==> src/bbc_pkg.sv <==
package bbc_pkg;

	// cpu address seen flat or split into 16 KB pages
	typedef union packed {
		logic [15:0] flat;
		struct packed {
			logic [1:0]  page;   // 3 mos, 2 sideways, 0/1 ram
			logic [13:0] offset;
		} paged;
	} cpu_addr_u;

	// memory bus as it leaves the 6502 core
	typedef struct packed {
		cpu_addr_u   addr;
		logic        we;
		logic [7:0]  dout;
	} cpu_bus_t;

	// downloader port strobed on mem_sync
	typedef struct packed {
		logic        active;
		logic        we;
		logic [24:0] addr;
		logic [7:0]  data;
	} loader_bus_t;

	// request into main memory
	typedef struct packed {
		logic [24:0] addr;
		logic        we;
		logic [7:0]  data;
	} mem_req_t;

	typedef enum logic [2:0] {
		SRC_RAM   = 3'd0,
		SRC_MOS   = 3'd1,
		SRC_BASIC = 3'd2,
		SRC_MMFS  = 3'd3,
		SRC_NONE  = 3'd4
	} src_sel_e;

	// menu status bits used here
	typedef struct packed {
		logic osd_reset;
		logic rom_map_low;   // 1 = low rom mapping
		logic autoboot_en;
		logic menu_reset;
	} status_t;

	// rom select codes
	localparam logic [3:0] ROMSEL_BASIC_HI = 4'he;
	localparam logic [3:0] ROMSEL_BASIC_LO = 4'h0;
	localparam logic [3:0] ROMSEL_MMFS_HI  = 4'hc;
	localparam logic [3:0] ROMSEL_MMFS_LO  = 4'h2;
	localparam logic [3:0] ROMSEL_RAM_A    = 4'ha;
	localparam logic [1:0] SW_RAM_GROUP    = 2'b01;   // banks 4..7

	// address regions
	localparam logic [1:0] PAGE_SIDEWAYS = 2'd2;
	localparam logic [1:0] PAGE_MOS      = 2'd3;
	localparam logic [6:0] SIDEWAYS_BASE = 7'b0000001;   // sideways area above main ram

endpackage

==> src/sys_reset_ctrl.sv <==
`timescale 1ns/1ps
module sys_reset_ctrl #(
	parameter int REMAP_CYCLES    = 4095,
	parameter int AUTOBOOT_CYCLES = 32000000
) (
	input  logic              clk_32m,
	input  logic              reset,
	input  logic              mem_sync_i,
	input  logic              pll_ready_i,
	input  bbc_pkg::status_t  status_i,
	input  logic              button_reset_i,
	input  logic              loader_active_i,
	output logic              core_reset_o,
	output logic              autoboot_shift_o
);

	localparam int REMAP_W = $clog2(REMAP_CYCLES + 1);
	localparam int BOOT_W  = $clog2(AUTOBOOT_CYCLES + 1);

	logic               rom_map_q;
	logic [REMAP_W-1:0] remap_cnt;
	logic               remap_win;
	logic               reset_req;
	logic               core_reset_q;
	logic [BOOT_W-1:0]  boot_cnt;

	// a change of rom mapping holds the core in reset for a while
	always_ff @(posedge clk_32m) begin
		rom_map_q <= status_i.rom_map_low;
		if (reset)
			remap_cnt <= '0;
		else if (rom_map_q != status_i.rom_map_low)
			remap_cnt <= REMAP_W'(REMAP_CYCLES);
		else if (remap_cnt != '0)
			remap_cnt <= remap_cnt - 1'b1;
	end

	assign remap_win = (remap_cnt != '0);

	assign reset_req = ~pll_ready_i
		| status_i.osd_reset
		| status_i.menu_reset
		| button_reset_i
		| loader_active_i   // rom upload in progress
		| remap_win;

	// only change on memory sync slots
	always_ff @(posedge clk_32m) begin
		if (reset)
			core_reset_q <= 1'b1;
		else if (mem_sync_i)
			core_reset_q <= reset_req;
	end

	assign core_reset_o = core_reset_q;

	// shift held for a while after release to autoboot
	always_ff @(posedge clk_32m) begin
		if (reset)
			boot_cnt <= '0;
		else if (core_reset_q)
			boot_cnt <= BOOT_W'(AUTOBOOT_CYCLES);
		else if (boot_cnt != '0)
			boot_cnt <= boot_cnt - 1'b1;
	end

	// no shift while the core is still held
	assign autoboot_shift_o = status_i.autoboot_en && !core_reset_q && (boot_cnt != '0);

endmodule

==> config.mk <==
export PLATFORM = sky130hd
export DESIGN_NAME = sys_reset_ctrl
export DESIGN_NICKNAME = d
export VERILOG_FILES = /design/src/bbc_pkg.sv /design/src/sys_reset_ctrl.sv
export SDC_FILE = /design/constraint.sdc
export NUM_CORES = 1
export LEC_CHECK = 0
export BUFFER_PORTS_ARGS = -buffer_cell sky130_fd_sc_hd__buf_2
export CAP_MARGIN = 20
export CORE_UTILIZATION = 67
export CTS_BUF_LIST = sky130_fd_sc_hd__clkbuf_2 sky130_fd_sc_hd__clkbuf_4 sky130_fd_sc_hd__clkbuf_8
export DETAILED_ROUTE_END_ITERATION = 12
export PLACE_DENSITY = 0.87
export SYNTH_ARGS = -nofsm -noshare
export SYNTH_HDL_FRONTEND = slang
export SYNTH_SLANG_ARGS = --single-unit
==> constraint.sdc <==
create_clock -name clk_32m -period 3.7 [get_ports clk_32m]
set_input_delay 0.185 -clock clk_32m [delete_from_list [all_inputs] [get_ports clk_32m]]
set_output_delay 0.185 -clock clk_32m [all_outputs]
set_load 0.01 [all_outputs]
==> flow_results.org <==
** Die
- Horizontal extent of the die :: 55.6 um
- Chip Height :: 55.6 um
- The die covers 3090 sq um.
- Std-Cell Core Area :: 2730 sq um
- Count of boundary I/O pins :: 12
- FP Rows :: 19
- Once the floorplan was initialized, standard cells occupied 70.5% of the core.

** Pwr
- In this run the static leakage power is 0.845 nW.
- Power density relative to cell area :: 372 nW/um^2
- Of the total power, registers draw 60.9%.
- Summed over all nets, the switching power comes to 0.197 mW.
- Clock network power share :: 26.6%
- Max rail drop VDD :: 369 uV
- Power after layout :: 0.755 mW
- Internal power :: 0.558 mW
- Switching portion of total power :: 26.1%
- Comb power frac :: 12.5%

** Placement
- In this run the cell area measured after placement is 1970 sq um.
- Count of port buffers added during placement :: 11
- Before CTS, the worst setup slack after placement is 1220 ps.
- The wire-length estimate of the detail-placed layout is 2580 um.
- The congestion estimate from routability-driven global placement came to 0.843.
- Including well taps, the total number of placed cells is 249.

** Layout
- The area growth from synthesis to layout is 5.32%.
- Fraction of final layout cells with drive strength greater than 1 :: 13.3%
- Fill cell count :: 209
- Layout Cell Area excl Fill :: 2030 sq um
- The repair_antennas step left the layout with diodes totalling 0.
- Total Nets Final :: 239
- For this run, the number of standard cells in the final layout without fillers is 256.

** Global routing
- Via count of the first global-routing pass :: 1,468
- The first global-routing pass estimated 6290 um of wire.
- Number of antenna violations at the first check in global routing :: 0
- Total GRT Usage :: 26.2%
- Entering global routing, the biggest net connects 22 pins.
- After global routing the overflow that remains totals 0.

** Synth
- Counting flops with an async set or reset pin after synthesis yields a share of 0%.
- Post-synth top cells :: dfxtp_1, nor2_1, xnor2_1
- Most area-hungry cell type in the Yosys netlist :: dfxtp_1
- Averaged over all synthesized cells, the footprint is 8.88 sq um.
- After synthesis the cells add up to 1930 sq um.
- Number of synthesized register bits :: 39
- Sequential fraction of the synthesis area :: 40.5%
- Number of instances in the synthesized netlist :: 217
- Yosys instantiated no cell more often than dfxtp_1.
- Yosys mapped a number of flops with a built-in enable equal to 0.
- Commonest register cell after synthesis :: dfxtp_1
- The number of nets in the synthesized netlist is 230.
- The share of synthesized area in the top cell type comes to 40.5%.
- Yosys attributes the largest share of cell area to dfxtp_1, xnor2_1, xor2_1.
- Number of distinct library cell variants in the gate-level netlist after synthesis :: 43
- Yosys printed 0 warnings.

** Clock tree
- The number of setup buffers added after CTS is 0.
- Root buf cell :: clkbuf_4
- Buffers inserted during clock tree synthesis total 5.
- Register clock-pin slew on the reported worst setup and hold paths :: 110 ps
- The clock reaches the later pin of the worst-skew pair after 340 ps.
- Max Buffers Root-to-Sink :: 2
- Number of cells upsized or downsized after cts :: 0
- # hold bufs at CTS :: 1
- CTS built an H-tree with a depth of 2.
- CTS saw 39 sinks.
- TritonCTS clock tree :: yes

** Timing
- Final critical-path required period :: 2850 ps
- Count of final hold-check violations :: 0
- On the final layout, the worst clock skew is 12.0 ps.
- Setup violation total in the final timing report :: 0
- Setup_tns :: 0 ps
- Upper clock frequency limit :: 351 MHz
- Relative slew slack :: 58.2%
- The max-slew violation count came to 0.
- Share of the clock period used by the worst path after layout :: 77.1%
- Unrepaired setup endpoints after global routing :: false
- Slew at the pin with the worst max-slew slack :: 622 ps
- Worst path setup slack after routing :: 848 ps

** Routing
- Count of routing violations after the opening detailed-route iteration :: 70
- In this run the remaining antenna-violating nets after routing total 0.
- Via density per instance :: 6.16
- The routed design has 3710 um of wire.
- Wire per inst :: 14.5 um
- The first detailed-routing pass ran for 4 iterations.
- After detailed routing, the number of remaining DRC violations is 0.
- The routed layout has 1,577 vias.

** Critical path
- Highest fanout seen on the critical path :: 21
- The worst setup path is captured at an output port.
- Worst R2R Setup Slack :: 1390 ps
- STA classifies the critical path startpoint as a register.
- Required time of the worst setup path :: 3510 ps
- The worst setup path is of the register to output port kind.
- STA puts the critical path data arrival time at 2670 ps.

** Run
- Max cap viols :: 0

** Worst hold path
- Worst hold-check path type :: primary input to register

** Run status
- The flow ran to the end, and the final reports show no timing, DRC or antenna violations.
[metal layers]
| metal | up-vias | track usage [%] | share of wire [%] |
|---|---|---|---|
| met3 | 6 | 7.91 | 3.5 |
| met1 | 744 | 31.7 | 45 |
| met4 | 0 | 12.1 | 2.0 |
| li1 | 794 | - | - |
| met2 | 33 | 42.7 | 49 |
| met5 | - | 0 | 0 |
[stage by stage]
step                      hold WS (ps)  utilization (%)
after global placement             313             72.2
after floorplan                    213                -
after CTS                         16.7             74.2
after detailed placement           318             72.2
after global routing              24.1             74.2
final                             17.7             74.2
[power by group through the flow]
| stage | clock (mW) | sequential [mW] | combinational (mW) |
|---|---|---|---|
| after floorplan | 0 | 0.464 | 0.0739 |
| after global placement | 0 | 0.467 | 0.0866 |
| after detailed placement | 0 | 0.468 | 0.0913 |
| after CTS | 0.201 | 0.459 | 0.0935 |
| after global routing | 0.217 | 0.463 | 0.104 |
| final | 0.201 | 0.459 | 0.0944 |
[sequential cells by signal, indices dropped and copies added (netlist names)]
| name | cells |
|---|---|
| rom_map_q | 1 |
| remap_cnt | 12 |
| core_reset_o | 1 |
| boot_cnt | 25 |
[worst paths after layout]
kind,from,end,cells after the start
max reg2reg,boot_cnt[12],boot_cnt[1],4
min reg2reg,boot_cnt[22],boot_cnt[22],2
min,mem_sync_i,core_reset_o,2
max,boot_cnt[12],autoboot_shift_o,5
[critical path, stage by stage (launching register included)]
cell	delay, ps
dfxtp_1	360
or4_1	660
or4_4	600
or2_0	350
and3_1	220
buf_2	130
[final cells by class]
class	count	area (sq um)	share of cell area (%)
inverter	9	33.8	1.66
tap	31	38.8	1.91
clock buffer	6	45.0	2.22
sequential	39	781	38.5
timing repair buffer	14	80.1	3.95
multi-input combinational	157	1050	51.8
[cells by family after synthesis]
family | after synthesis | share of synthesized area [%]
DFF | 39 | 40.5
xor gates and xnor gates | 29 | 13.2
muxes | 2 | 1.10
and+or+nand+nor | 80 | 23.3
adders and majority gates | 3 | 1.95
AOI/OAI and AO/OA | 43 | 15.0
buffers and inverters | 21 | 4.93
[placed cells by master (no fill, tap or decap), types with 7 or more instances in the layout]
| master | instances |
|---|---|
| a21oi_1 | 14 |
| buf_2 | 11 |
| dfxtp_1 | 39 |
| inv_1 | 9 |
| nor2_1 | 31 |
| nor3_1 | 8 |
| nor4_1 | 7 |
| o211ai_1 | 11 |
| xnor2_1 | 15 |
| xor2_1 | 14 |
No activity file was read; power rests on OpenSTA's default activity.
