==> src/bbc_pkg.sv <==
package bbc_pkg;

	// cpu address seen flat or split into 16 KB pages
	typedef union packed {
		logic [15:0] flat;
		struct packed {
			logic [1:0]  page;   // 3 mos, 2 sideways, 0/1 ram
			logic [13:0] offset;
		} paged;
	} cpu_addr_u;

	// memory bus as it leaves the 6502 core
	typedef struct packed {
		cpu_addr_u   addr;
		logic        we;
		logic [7:0]  dout;
	} cpu_bus_t;

	// downloader port strobed on mem_sync
	typedef struct packed {
		logic        active;
		logic        we;
		logic [24:0] addr;
		logic [7:0]  data;
	} loader_bus_t;

	// request into main memory
	typedef struct packed {
		logic [24:0] addr;
		logic        we;
		logic [7:0]  data;
	} mem_req_t;

	typedef enum logic [2:0] {
		SRC_RAM   = 3'd0,
		SRC_MOS   = 3'd1,
		SRC_BASIC = 3'd2,
		SRC_MMFS  = 3'd3,
		SRC_NONE  = 3'd4
	} src_sel_e;

	// menu status bits used here
	typedef struct packed {
		logic osd_reset;
		logic rom_map_low;   // 1 = low rom mapping
		logic autoboot_en;
		logic menu_reset;
	} status_t;

	// rom select codes
	localparam logic [3:0] ROMSEL_BASIC_HI = 4'he;
	localparam logic [3:0] ROMSEL_BASIC_LO = 4'h0;
	localparam logic [3:0] ROMSEL_MMFS_HI  = 4'hc;
	localparam logic [3:0] ROMSEL_MMFS_LO  = 4'h2;
	localparam logic [3:0] ROMSEL_RAM_A    = 4'ha;
	localparam logic [1:0] SW_RAM_GROUP    = 2'b01;   // banks 4..7

	// address regions
	localparam logic [1:0] PAGE_SIDEWAYS = 2'd2;
	localparam logic [1:0] PAGE_MOS      = 2'd3;
	localparam logic [6:0] SIDEWAYS_BASE = 7'b0000001;   // sideways area above main ram

endpackage

==> src/mem_map_decode.sv <==
`timescale 1ns/1ps
module mem_map_decode (
	input  logic                  clk_32m,
	input  logic                  reset,
	input  logic                  mem_sync_i,
	input  bbc_pkg::cpu_bus_t     cpu_i,
	input  logic [3:0]            romsel_i,
	input  logic                  rom_map_low_i,
	input  bbc_pkg::loader_bus_t  loader_i,
	output bbc_pkg::mem_req_t     ram_req_o,
	output logic [13:0]           rom_offset_o,
	output bbc_pkg::src_sel_e     rom_src_o,
	input  logic [7:0]            ram_di_i,
	input  logic [7:0]            mos_di_i,
	input  logic [7:0]            basic_di_i,
	input  logic [7:0]            mmfs_di_i,
	output logic [7:0]            cpu_di_o
);
	import bbc_pkg::*;

	logic        cpu_ram;
	logic        mos_rom;
	logic        sw_page;
	logic        sw_ram;
	logic        basic_map;
	logic        mmfs_map;
	logic [24:0] cpu_addr;
	logic        cpu_we;
	src_sel_e    src_d;
	src_sel_e    src_q;

	// page classification
	assign cpu_ram = ~cpu_i.addr.paged.page[1];
	assign mos_rom = (cpu_i.addr.paged.page == PAGE_MOS);
	assign sw_page = (cpu_i.addr.paged.page == PAGE_SIDEWAYS);
	assign sw_ram  = sw_page && (romsel_i[3:2] == SW_RAM_GROUP);   // 64k sideways ram

	// basic and mmfs move with the mapping option
	assign basic_map = rom_map_low_i ? (romsel_i == ROMSEL_BASIC_LO) :
		(romsel_i == ROMSEL_BASIC_HI);
	assign mmfs_map = rom_map_low_i ? (romsel_i == ROMSEL_MMFS_LO) :
		(romsel_i == ROMSEL_MMFS_HI);

	always_comb begin
		if (cpu_ram)
			src_d = SRC_RAM;
		else if (mos_rom)
			src_d = SRC_MOS;
		else if (basic_map)
			src_d = SRC_BASIC;
		else if (mmfs_map)
			src_d = SRC_MMFS;
		else if ((romsel_i == ROMSEL_RAM_A) || sw_ram)
			src_d = SRC_RAM;   // bank a is read only
		else
			src_d = SRC_NONE;
	end

	assign cpu_addr = cpu_ram ? {9'd0, cpu_i.addr.flat} :
		{SIDEWAYS_BASE, romsel_i, cpu_i.addr.paged.offset};
	assign cpu_we = cpu_i.we && (cpu_ram || sw_ram);

	// loader takes over the ram port while it runs
	always_comb begin
		if (loader_i.active) begin
			ram_req_o.addr = loader_i.addr;
			ram_req_o.data = loader_i.data;
			ram_req_o.we   = loader_i.we && mem_sync_i;
		end else begin
			ram_req_o.addr = cpu_addr;
			ram_req_o.data = cpu_i.dout;
			ram_req_o.we   = cpu_we && mem_sync_i;   // one write per sync slot
		end
	end

	// select follows the data one cycle later
	always_ff @(posedge clk_32m) begin
		if (reset)
			src_q <= SRC_NONE;
		else
			src_q <= src_d;
	end

	assign rom_offset_o = cpu_i.addr.paged.offset;
	assign rom_src_o    = src_q;

	always_comb begin
		case (src_q)
			SRC_RAM:   cpu_di_o = ram_di_i;
			SRC_MOS:   cpu_di_o = mos_di_i;
			SRC_BASIC: cpu_di_o = basic_di_i;
			SRC_MMFS:  cpu_di_o = mmfs_di_i;
			default:   cpu_di_o = 8'hff;   // empty bank
		endcase
	end

endmodule

==> config.mk <==
export PLATFORM = sky130hd
export DESIGN_NAME = mem_map_decode
export DESIGN_NICKNAME = d
export VERILOG_FILES = /design/src/bbc_pkg.sv /design/src/mem_map_decode.sv
export SDC_FILE = /design/constraint.sdc
export NUM_CORES = 1
export LEC_CHECK = 0
export BUFFER_PORTS_ARGS = -buffer_cell sky130_fd_sc_hd__buf_2
export CAP_MARGIN = 10
export CORE_ASPECT_RATIO = 0.6
export CORE_MARGIN = 2
export CORE_UTILIZATION = 27
export CTS_CLUSTER_DIAMETER = 120
export DETAILED_ROUTE_END_ITERATION = 8
export HOLD_SLACK_MARGIN = 0.12
export PLACE_DENSITY = 0.89
export SYNTH_ARGS = -nofsm -noshare
export SYNTH_HDL_FRONTEND = slang
export SYNTH_SLANG_ARGS = --single-unit
==> constraint.sdc <==
create_clock -name clk_32m -period 1.76 [get_ports clk_32m]
set_input_delay 0.176 -clock clk_32m [delete_from_list [all_inputs] [get_ports clk_32m]]
set_output_delay 0.176 -clock clk_32m [all_outputs]
set_load 0.01 [all_outputs]
==> results by stage, run 1 <==
Global routing:
- The global routing usage summed across all routing layers is 16.1%.
- The total congestion overflow after global routing is 0.
- Entering global routing, the biggest net connects 20 pins.
- The wire length of the first global-routing pass is slightly above 5000 um.
- The number of antenna violations at the first check in global routing is 0.
- The via count of the first global-routing pass is ~1200.

STA:
- Setup repair after global routing left no endpoint under its margin.
- For the final routed database, the setup TNS stands at 0 ns.
- The final number of hold-violating endpoints came to 0.
- Of the available clock period, the critical path in the final layout requires between 90% and 100%.
- The achievable frequency is about 0.59 GHz.
- The final-report setup violation count is 0.
- The final-report max-slew violation count is 0.
- For the finished layout, the period the worst path requires is 1.70 ns.
- The worst pin sits at a relative slew slack of between 70% and 80%.
- The transition time at the pin with the least slew margin is between 0.3 and 0.4 ns.

CTS:
- The number of clock sinks is 3.
- Counting along the longest clock path gives a buffer depth of 2.
- The clock slew seen by the registers of the worst setup and hold paths is 0.03 ns.
- The TritonCTS buffer count is 3.
- The number of setup buffers added after CTS is 0.
- The number of hold buffers added after CTS was 0.
- The clock tree root driver cell is clkbuf_8.
- The clock tree from TritonCTS is done.
- The number of H-tree levels is 1.

Worst setup path:
- For the worst setup path, the data required time is approximately 1.6 ns.
- Along the worst path, the maximum fanout reaches 4.
- Tracing the worst setup path back leads to its startpoint at rom_src_o[0]$_SDFF_PP0_.
- The worst setup path is of the flip-flop to primary output kind.
- STA classifies the critical path endpoint as a primary output.
- The arrival time of the worst setup path is roughly 1.5 ns.
- STA classifies the critical path startpoint as a flip-flop.

Floorplanning:
- The die covers 3870 um^2.
- The die height is ~49 um.
- Measured along the x axis, the die boundary spans roughly 79 um.
- The core region is between 3000 and 4000 um^2.
- Once the floorplan was initialized, standard cells occupied roughly 28% of the core.
- The number of placement rows is 16.
- The number of top-level design ports is approximately 160.

Synthesis:
- Counting flops and latches in the post-synthesis netlist gives 3.
- The post-synthesis average cell area is slightly above 9 um^2.
- When the netlist entered floorplanning its net count stood at just under 200.
- The number of warnings issued by yosys is 0.
- The dominant cell type by area after synthesis is mux2_2.
- The count of distinct cell types in the synthesized netlist is 25.
- The cell count after synthesis came out at 99.
- The share of synthesized area occupied by flip-flops and latches is 6.58%.
- Summed over its instances, the top area cell type makes up about 28% of the synthesized netlist area.
- After synthesis, the cell types taking the most area are mux2_2, mux4_2, buf_4.
- The mapped netlist covers between 900 and 1000 um^2.

Route:
- The number of nets with antenna violations after detailed routing is 0.
- The total number of vias is between 1000 and 1500.
- The residual DRC count is 0.
- After the first detailed-routing iteration, the DRC count stood at 25.
- The detailed-router iteration count before antenna repair is 4.
- Wires add up to between 3000 and 4000 um.
- Dividing the detail-routed wire length by the instance count gives around 12 um.
- In the routed layout, each cell is associated on average with a via count of 4.45.

Final layout:
- Once layout is complete, the utilization of the core stands at 52.7%.
- The area overhead of the layout relative to synthesis is 87.4%.
- The number of antenna repair diodes is 0.
- The register with the most flip-flops in the layout has 3 of them.
- The post-route netlist has around four fifths of its cells at a drive strength greater than 1.
- The area of all placed cells without fillers is ~1700 um^2.
- The net count reported at finish is about 350.

Place:
- Buffers placed on the I/O ports in this run total 158.
- The post-detailed-placement half-perimeter wirelength is between 3000 and 4000 um.
- Summing all placed instances gives a cell area of approximately 1700 um^2.
- Routability-driven placement finished with a final weighted congestion of about 0.8.

Job:
- The tool flagged a number of max-cap violations equal to 0.

Worst hold path:
- The worst hold path belongs to the class input pin to flip-flop.
- The startpoint identified for the worst hold timing path is reset.

Power:
- In this run the static leakage power is 0.937 nW.
- The power per unit of standard cell area is 385 nW/um^2.
- The maximum vdd drop is roughly 0.19 mV.

Run status:
- The flow ran to the end, and the final reports show no timing, DRC or antenna violations.
-- path summary, 6_finish.rpt --
check | to | cells past startpoint | slack (ns)
setup / recovery | cpu_di_o[5] | 4 | 0.06
hold / removal | rom_src_o[2]$_SDFF_PP1_ | 2 | 0.17
-- worst max-delay path, cell delays in order, from the launching register on --
cell and delay [ns]:
dfxtp_2 0.32, clkbuf_4 0.16, mux4_2 0.48, or2_1 0.21
buf_2 0.14
-- synth_stat cells --
cell	n
buf_2	3
nor2b_1	2
mux2i_1	1
dfxtp_1	3
nor4bb_1	2
buf_6	1
or2_1	8
and3b_1	1
a41o_1	1
o21bai_1	1
nand2_1	7
inv_1	2
nor4b_1	1
nand3b_1	1
o21ai_0	5
a21oi_1	1
nor3_1	1
buf_4	14
mux2_2	23
nand2b_1	2
a32o_1	1
and2_1	6
a31oi_1	1
mux4_2	8
clkbuf_1	3
-- per-layer routing --
layer | wire length [um] | share of wire, % | track usage, %
met3 | 319 | 9.3 | 2.59
met1 | 1360 | 40 | 20.1
met5 | 0 | 0 | 0
met4 | 59 | 1.7 | 4.31
met2 | 1680 | 49 | 28.8
-- repair_timing --
item,4_1_cts,5_1_grt
resized for setup,1,2
gates cloned,0,1
setup endpoints to repair,1,6
-- power breakdown --
| group | total [mW] | internal (mW) | switching, mW | leakage [nW] |
|---|---|---|---|---|
| clock network | 0.195 | 0.154 | 0.0410 | 0.0228 |
| registers | 0.0764 | 0.0717 | 0.00470 | 0.0251 |
| logic | 0.387 | 0.225 | 0.162 | 0.889 |
-- per-stage QoR --
step           worst slack, ns  hold WS (ns)  cells  power, mW
2_1_floorplan            0.311         0.255     99      0.276
3_3_place_gp             0.258         0.394    284      0.457
3_5_place_dp             0.224         0.393    284      0.465
4_1_cts                 0.0306         0.180    288      0.664
5_1_grt                0.00210         0.177    289      0.707
6_report                0.0577         0.173    289      0.659
-- area by class of cell --
type,count,area (um^2)
Fill cell,312,1530
Timing Repair Buffer,162,837
Multi-Input combinational cell,73,702
Sequential cell,3,61.3
Tap cell,45,56.3
Clock buffer,4,45.0
Inverter,2,7.51
-- placed cells by master (no fill, tap or decap), types with 2 or more instances in the layout --
master,Yosys,layout
o21ai_0,5,5
mux4_2,8,8
inv_1,2,2
dfxtp_1,3,2
and2_1,6,6
nor4bb_1,2,2
nand2_1,7,7
nor2b_1,2,2
nand2b_1,2,2
mux2_2,23,23
or2_1,8,8
buf_2,3,158
clkbuf_8,0,3
-- cells by family after synthesis --
group / share of synthesized area [%]
AOI/OAI and AO/OA: 7.00
buffers and inverters: 16.5
DFF: 6.58
muxes: 49.2
and+or+nand+nor: 20.7
No activity file was read; power rests on OpenSTA's default activity.
==> run 2, diff against run 1 <==
==> constraint.sdc (replaced) <==
create_clock -name clk_32m -period 1.76 [get_ports clk_32m]
set_input_delay 0.176 -clock clk_32m [delete_from_list [all_inputs] [get_ports clk_32m]]
set_output_delay 0.176 -clock clk_32m [all_outputs]
set_load 0.1 [all_outputs]
==> run 2 against run 1 <==
  * Die area unchanged
  * Design area increased by 18%
  * Combinational power grew to 2.9 times the previous value
  * Clock power barely moved
  * Non-clock buffer count unchanged
  * Critical endpoint is now cpu_di_o[4]
  * Sequential cell count unchanged
  * Cell count unchanged
  * Power increased by 110%
  * First-iteration DRC count is 84% higher
  * Maximum frequency down 4.6%
  * Core utilization is 9.5 points higher
  * The flow now finishes with violations (setup timing)
  * Largest cell class unchanged
  * Wire length grew 14%
==> results by stage, run 2 (same netlist as run 1, synthesis figures left out) <==
Route:
- The total number of vias was 1312 (+1.9%).
- The number of nets with antenna violations after detailed routing is 0 (unchanged).
- The routed wire length was 3900 um (+14%).
- The ratio of routed vias to standard cells is 4.54 (+1.9%).
- The residual DRC count is 0 (unchanged).
- The number of design-rule violations left by the first detailed-router iteration is 46 (+84%).
- The average detailed-routed wire length per instance was 13.5 um (+14%).
- The detailed-router iteration count before antenna repair is 4 (unchanged).

Final layout:
- The number of antenna repair diodes came to 0 (unchanged).
- The net count reported at finish was 345 (unchanged).
- The leading cell type in the layout, fill and taps excluded is buf_2.
- The area of all placed cells without fillers is 2020 um^2 (+18%).
- The library cells used most frequently in the layout, excluding fill and tap cells, are buf_2, mux2_2, buf_12.
- The number of filler instances in the final layout is 289 (-7.4%).
- The flip-flop count of the largest register, all copies and words added is 3 (unchanged).
- The area overhead of the layout relative to synthesis is 121%.
- The share of layout cells above drive strength 1 came to 84.4% (+3.7 points).
- The multi-input combinational cell area came to 722 um^2 (+2.9%).
- The flip-flop and latch area is 67.6 um^2 (+10%).

Floorplanning:
- The die height is 49.0 um (unchanged).
- The width of the chip is 79.0 um (unchanged).
- The core area is 3240 um^2 (unchanged).
- The number of placement rows is 16 (unchanged).
- The initial core utilization is 28.1% (unchanged).
- The overall die area came to 3870 um^2 (unchanged).
- The number of top-level design ports is 159 (unchanged).

Worst hold path:
- The startpoint identified for the worst hold timing path is reset.
- In this run the worst hold path is classified as input pin to flip-flop.
- The terminating pin of the worst hold path is rom_src_o[2]$_SDFF_PP1_.
- The number of cells on the worst hold path is 2 (unchanged).

Place:
- The count of input and output buffers was 158 (unchanged).
- The placer's final routability congestion estimate is 0.766 (-3.0%).
- The post-detailed-placement cell area is 1820 um^2 (+10%).
- The post-detailed-placement half-perimeter wirelength was 3410 um (+12%).
- The post-placement setup slack is 0.103 ns (-0.121 ns).

Worst setup path:
- The biggest fanout along the worst timing path is 5 (+1).
- Among all stages on the critical path, the largest delay is contributed by mux4_2.
- The required time of the critical path is 1.58 ns (about the same).
- The signal on the critical path passes through buf_12 -> mux4_2 -> or2_4 -> buf_12.
- The type of destination of the critical path is a primary output.
- The biggest cell delay along the critical path was 0.50 ns (+0.02 ns).
- The setup path with the least slack is of type flip-flop to primary output.
- The cell repeated most along the worst path is buf_12.
- The element type at the critical path start is a flip-flop.
- The arrival time of the worst setup path came to 1.61 ns (+0.08 ns).

Power:
- The total net switching power is 0.857 mW (+310%).
- The switching part of the total power came to 61.0% (+30 points).
- The combinational fraction of design power is 80.5% (+22 points).
- The part of the power in registers is 5.4% (-6.2 points).
- The part of the total power dissipated in the clock network is 14.0% (-16 points).
- The power per unit of standard cell area came to 696 nW/um^2 (+80%).
- The maximum vdd drop is 0.479 mV (+160%).
- The standby leakage power is 1.05 nW (+12%).
- The internal power is 0.547 mW (+21%).

Run status:
- The run finished, with violations left.
- The checks that failed: setup timing.

Global routing:
- The largest net degree at the start of global routing came to 19 (-5.0%).
- The total congestion overflow after global routing was 0 (unchanged).
- The number of antenna violations at the first check in global routing came to 0 (unchanged).
- The via count of the first global-routing pass is 1274 (+7.1%).
- The global routing usage summed across all routing layers is 19.2% (+3.1 points).
- The wire length of the first global-routing pass is 6000 um (+18%).

STA:
- The final-report setup violation count was 5 (+5).
- Setup repair after global routing could not meet its margin everywhere.
- The transition time at the pin with the least slew margin came to 0.506 ns (+0.127 ns).
- The relative slew slack is 66.5% (-8.2 points).
- The final-report max-slew violation count is 0 (unchanged).
- The post-layout minimum cycle time is 1.78 ns (+0.0815 ns).
- The slack of the critical path is -0.0238 ns (-0.0815 ns).
- The achievable frequency is 0.561 GHz (-4.6%).
- The final number of hold-violating endpoints is 0 (unchanged).
- The share of the cycle needed by the critical path after routing was 101% (+4.6 points).

CTS:
- TritonCTS built the clock tree.
- The number of H-tree levels is 1 (unchanged).
- The buffer depth of the longest clock path is 2 (unchanged).
- The count of hold-fix buffers inserted at cts is 0 (unchanged).
- The clock slew seen by the registers of the worst setup and hold paths was 0.03 ns (about the same).
- The clock tree root driver cell is clkbuf_8.
- The number of clock sinks is 3 (unchanged).
- The TritonCTS buffer count is 3 (unchanged).

Job:
- The max-capacitance violation count came to 0 (unchanged).
## run 2: cell types whose count changed in the layout (fill, tap and decap cells not counted), sizes merged
cell,delta
buf,+1
clkbuf,-1
## run 2: final cells by class
cell class                 count  area share, %
clock buffer                   4           2.23
inverter                       2          0.372
timing repair buffer         162           55.5
sequential                     3           3.35
tap                           45           2.79
multi-input combinational     73           35.8
## run 2: how the worst max path moves through the flow
stage | cells past startpoint | end | from
floorplan | 3 | ram_req_o[23] | loader_i[34]
global placement | 3 | cpu_di_o[3] | rom_src_o[0]$_SDFF_PP0_
detailed placement | 3 | cpu_di_o[4] | rom_src_o[0]$_SDFF_PP0_
CTS | 4 | cpu_di_o[4] | rom_src_o[0]$_SDFF_PP0_
global route | 4 | cpu_di_o[5] | rom_src_o[0]$_SDFF_PP0_
finish | 4 | cpu_di_o[4] | rom_src_o[0]$_SDFF_PP0_
## run 2: timing repair
action                     4_1_cts  5_1_grt
pin swaps                        1        2
gates resized for setup         34        0
buffers inserted                 2        0
setup endpoints to repair        8        8
## run 2: per-layer routing
layer	share of wire [%]	wire length (um)	GRT usage, %
met5	0	0	0
met4	0	0	3.16
met3	3.8	148	2.22
met2	58	2260	37.4
met1	38	1490	22.9
## run 2: worst max-delay path, delay by kind of cell (launching register included)
kind | cells | cell delay, ns
muxes | 1 | 0.50
DFF | 1 | 0.35
and+or+nand+nor | 1 | 0.26
buffers and inverters | 2 | 0.27
## run 2: power groups by stage
stage,sequential (mW),combinational (mW),clock [mW]
global placement,0.0797,1.06,0
detailed placement,0.0802,1.07,0
floorplan,0.0957,0.816,0
finish,0.0759,1.13,0.197
global route,0.0769,1.16,0.213
CTS,0.0757,1.13,0.204
## run 2: metrics by stage
step / hold WS [ns] / std cells / utilization, % / total power [mW] / setup TNS (ns)
floorplan: 0.245 / 99 / - / 0.912 / -1.22
global placement: 0.396 / 283 / 56.2 / 1.14 / 0
detailed placement: 0.383 / 283 / 56.2 / 1.15 / 0
CTS: 0.170 / 289 / 62.2 / 1.41 / -0.0890
global route: 0.193 / 289 / 62.2 / 1.45 / -0.426
finish: 0.173 / 289 / 62.2 / 1.40 / -0.0605
==> run 3, diff against run 2 <==
--- a/config.mk
+++ b/config.mk
@@ -9,11 +9,12 @@
 export CAP_MARGIN = 10
 export CORE_ASPECT_RATIO = 0.6
 export CORE_MARGIN = 2
-export CORE_UTILIZATION = 27
+export CORE_UTILIZATION = 25
+export CTS_BUF_LIST = sky130_fd_sc_hd__clkbuf_2 sky130_fd_sc_hd__clkbuf_4 sky130_fd_sc_hd__clkbuf_8
 export CTS_CLUSTER_DIAMETER = 120
 export DETAILED_ROUTE_END_ITERATION = 8
 export HOLD_SLACK_MARGIN = 0.12
-export PLACE_DENSITY = 0.89
+export PLACE_DENSITY = 0.87
 export SYNTH_ARGS = -nofsm -noshare
 export SYNTH_HDL_FRONTEND = slang
 export SYNTH_SLANG_ARGS = --single-unit
==> constraint.sdc (replaced) <==
create_clock -name clk_32m -period 1.45 [get_ports clk_32m]
set_input_delay 0.145 -clock clk_32m [delete_from_list [all_inputs] [get_ports clk_32m]]
set_output_delay 0.145 -clock clk_32m [all_outputs]
set_load 0.1 [all_outputs]
==> run 3 against run 2 <==
  * The run still ends with setup timing left
  * Critical path depth did not move
  * Sequential cell count did not move
  * Sequential power rose by 23%
  * Worst hold slack got worse by 0.033 ns
  * Power rose by 39%
  * Global-route usage rose by 1.8 points
  * Non-clock buffer count rose by 3
  * Via count rose by 0.61%
  * Combinational power rose by 42%
  * Clock power rose by 34%
  * Core utilization rose by 10 points
  * Count of clock-buffer cells in the layout did not move
  * Largest power group unchanged
==> results by stage, run 3 (same netlist as run 1, synthesis figures left out) <==
STA:
- The final number of hold-violating endpoints is 0 (unchanged).
- The final-report setup violation count is 8 (+3).
- The transition time at the pin with the least slew margin is 0.504 ns (-0.00174 ns).
- For this run, the top clock speed supported by timing is 0.565 GHz.
- The share of the cycle needed by the critical path after routing is 122%.
- The final-report max-slew violation count is 0 (unchanged).
- The relative slew slack is 66.6% (+0.12 points).
- The slack of the critical path is -0.318 ns (-0.295 ns).
- The routed design could run at a clock period as short as 1.77 ns.
- Setup repair after global routing could not meet its margin everywhere.

Route:
- The detailed-router iteration count before antenna repair is 4 (unchanged).
- The residual DRC count was 0 (unchanged).
- The ratio of routed vias to standard cells is 4.52 (-0.42%).
- The total number of vias is 1320 (+0.61%).
- The average detailed-routed wire length per instance is 15.6 um (+16%).
- The number of design-rule violations left by the first detailed-router iteration is 32 (-30%).
- The routed wire length was 4560 um (+17%).
- The number of nets with antenna violations after detailed routing is 0 (unchanged).

Worst setup path:
- The buffering stage count on the worst path with inverters included came to 2 (unchanged).
- The element type at the critical path start is a flip-flop.
- The signal on the critical path passes through buf_4 -> mux4_2 -> or2_4 -> buf_12.
- On the critical path the largest part of the delay comes from multiplexers.
- The required time of the critical path is 1.31 ns (-0.27 ns).
- The arrival time of the worst setup path was 1.62 ns (about the same).
- The highest-delay cell along the critical path is mux4_2.
- The biggest cell delay along the critical path is 0.49 ns (about the same).
- The type of the setup path with the least slack is flip-flop to primary output.
- The biggest fanout along the worst timing path came to 4 (-1).
- The worst setup path is captured at a primary output.

Final layout:
- The flip-flop count of the largest register, all copies and words added is 3 (unchanged).
- The top cell types in the final layout, fill and taps aside, are buf_2, buf_12, mux2_2.
- The filler-free cell count of the finished design came to 292 (+1.0%).
- The number of antenna repair diodes is 0 (unchanged).
- The share of layout cells above drive strength 1 was 87.0% (+2.6 points).
- The area overhead of the layout relative to synthesis is 168%.
- The net count reported at finish was 348 (+0.87%).
- The library cell used most frequently in the layout, excluding fill and tap cells, is buf_2.

CTS:
- The clock slew seen by the registers of the worst setup and hold paths is 0.03 ns (about the same).
- The TritonCTS buffer count is 3 (unchanged).
- In this run the clock root is driven by a clkbuf_8.
- The number of clock sinks is 3 (unchanged).
- The number of H-tree levels came to 1 (unchanged).
- The clock tree from TritonCTS is done.
- The buffer depth of the longest clock path is 2 (unchanged).
- The count of hold-fix buffers inserted at cts was 0 (unchanged).

Power:
- The maximum vdd drop is 0.627 mV (+31%).
- The standby leakage power was 1.22 nW (+15%).
- The part of the power in registers was 4.8% (-0.6 points).
- The power per unit of standard cell area is 800 nW/um^2 (+15%).
- The total power draw is 1.95 mW (+39%).
- The part of the total power dissipated in the clock network is 13.5% (-0.5 points).
- The switching part of the total power is 56.1% (-5.0 points).
- The combinational fraction of design power is 81.7% (+1.2 points).
- The internal power is 0.858 mW (+57%).
- The total net switching power came to 1.10 mW (+28%).

Floorplanning:
- The number of placement rows came to 16 (unchanged).
- The width of the chip is 82.0 um (+3.7%).
- The initial core utilization came to 27.1% (-1.0 points).
- The core area is 3360 um^2 (+3.7%).
- The overall die area is 4160 um^2 (+7.5%).
- The number of top-level design ports was 159 (unchanged).
- The die height is 50.8 um (+3.6%).

Global routing:
- The largest net degree at the start of global routing is 21 (+2).
- The total congestion overflow after global routing is 0 (unchanged).
- The number of antenna violations at the first check in global routing is 0 (unchanged).
- The wire length of the first global-routing pass is 6590 um (+9.9%).
- The global routing usage summed across all routing layers is 21.1% (+1.8 points).
- The via count of the first global-routing pass is 1390 (+9.1%).

Worst hold path:
- In this run the worst hold path is classified as input pin to flip-flop.

Job:
- The max-capacitance violation count is 0 (unchanged).

Place:
- The count of input and output buffers is 158 (unchanged).
- The cell count after placement is 284 (+0.35%).
- The post-detailed-placement half-perimeter wirelength came to 3910 um (+15%).
- The placer's final routability congestion estimate is 0.758 (-1.0%).

Run status:
- The run finished, with violations left.
- The checks that failed: setup timing.
-- run 3: changes by cell type in the layout (fill, tap and decap cells not counted), sizes merged --
cell / delta
buf: +3
-- run 3: metrics by stage --
stage               setup TNS [ns]  utilization (%)  hold WS, ns  cell area (um^2)  setup slack (ns)
global placement             -1.14             66.3        0.350              2230            -0.144
detailed placement           -1.34             66.3        0.363              2230            -0.187
CTS                          -2.46             72.7        0.146              2440            -0.322
global route                 -2.70             72.7        0.163              2440            -0.362
finish                       -2.44             72.7        0.140              2440            -0.318
floorplan                    -2.10                -        0.214               982            -0.253
-- run 3: cell type report --
cell class / instances / area (um^2)
repair buffers: 165 / 1500
clock buffers: 4 / 48.8
multi-input cells: 73 / 761
well taps: 45 / 56.3
inverters: 2 / 7.51
fillers: 260 / 920
flip-flops and latches: 3 / 67.6
-- run 3: power groups by stage --
stage	registers, mW	clock network [mW]	logic (mW)
after floorplan	0.116	0	1.01
after global placement	0.0967	0	1.50
after detailed placement	0.0973	0	1.52
after CTS	0.0927	0.270	1.60
after global routing	0.0942	0.272	1.64
final	0.0931	0.264	1.60
-- run 3: final timing paths --
path	slack, ns	from	endpoint	cells past startpoint
setup / recovery	-0.32	rom_src_o[0]$_SDFF_PP0_	cpu_di_o[4]	4
hold / removal	0.14	reset	rom_src_o[2]$_SDFF_PP1_	2
-- run 3: what timing repair did --
action / CTS / global route
resized for setup: 34 / 0
setup buffers: 4 / 0
endpoints found under the setup margin: 8 / 8
-- run 3: per-layer routing --
layer	vias to the layer above	global-route usage, %	share of wire, %
met1	622	22.6	34
li1	644	-	-
met4	0	4.72	0.68
met2	50	43.9	62
met5	-	0	0
met3	4	1.44	3.6
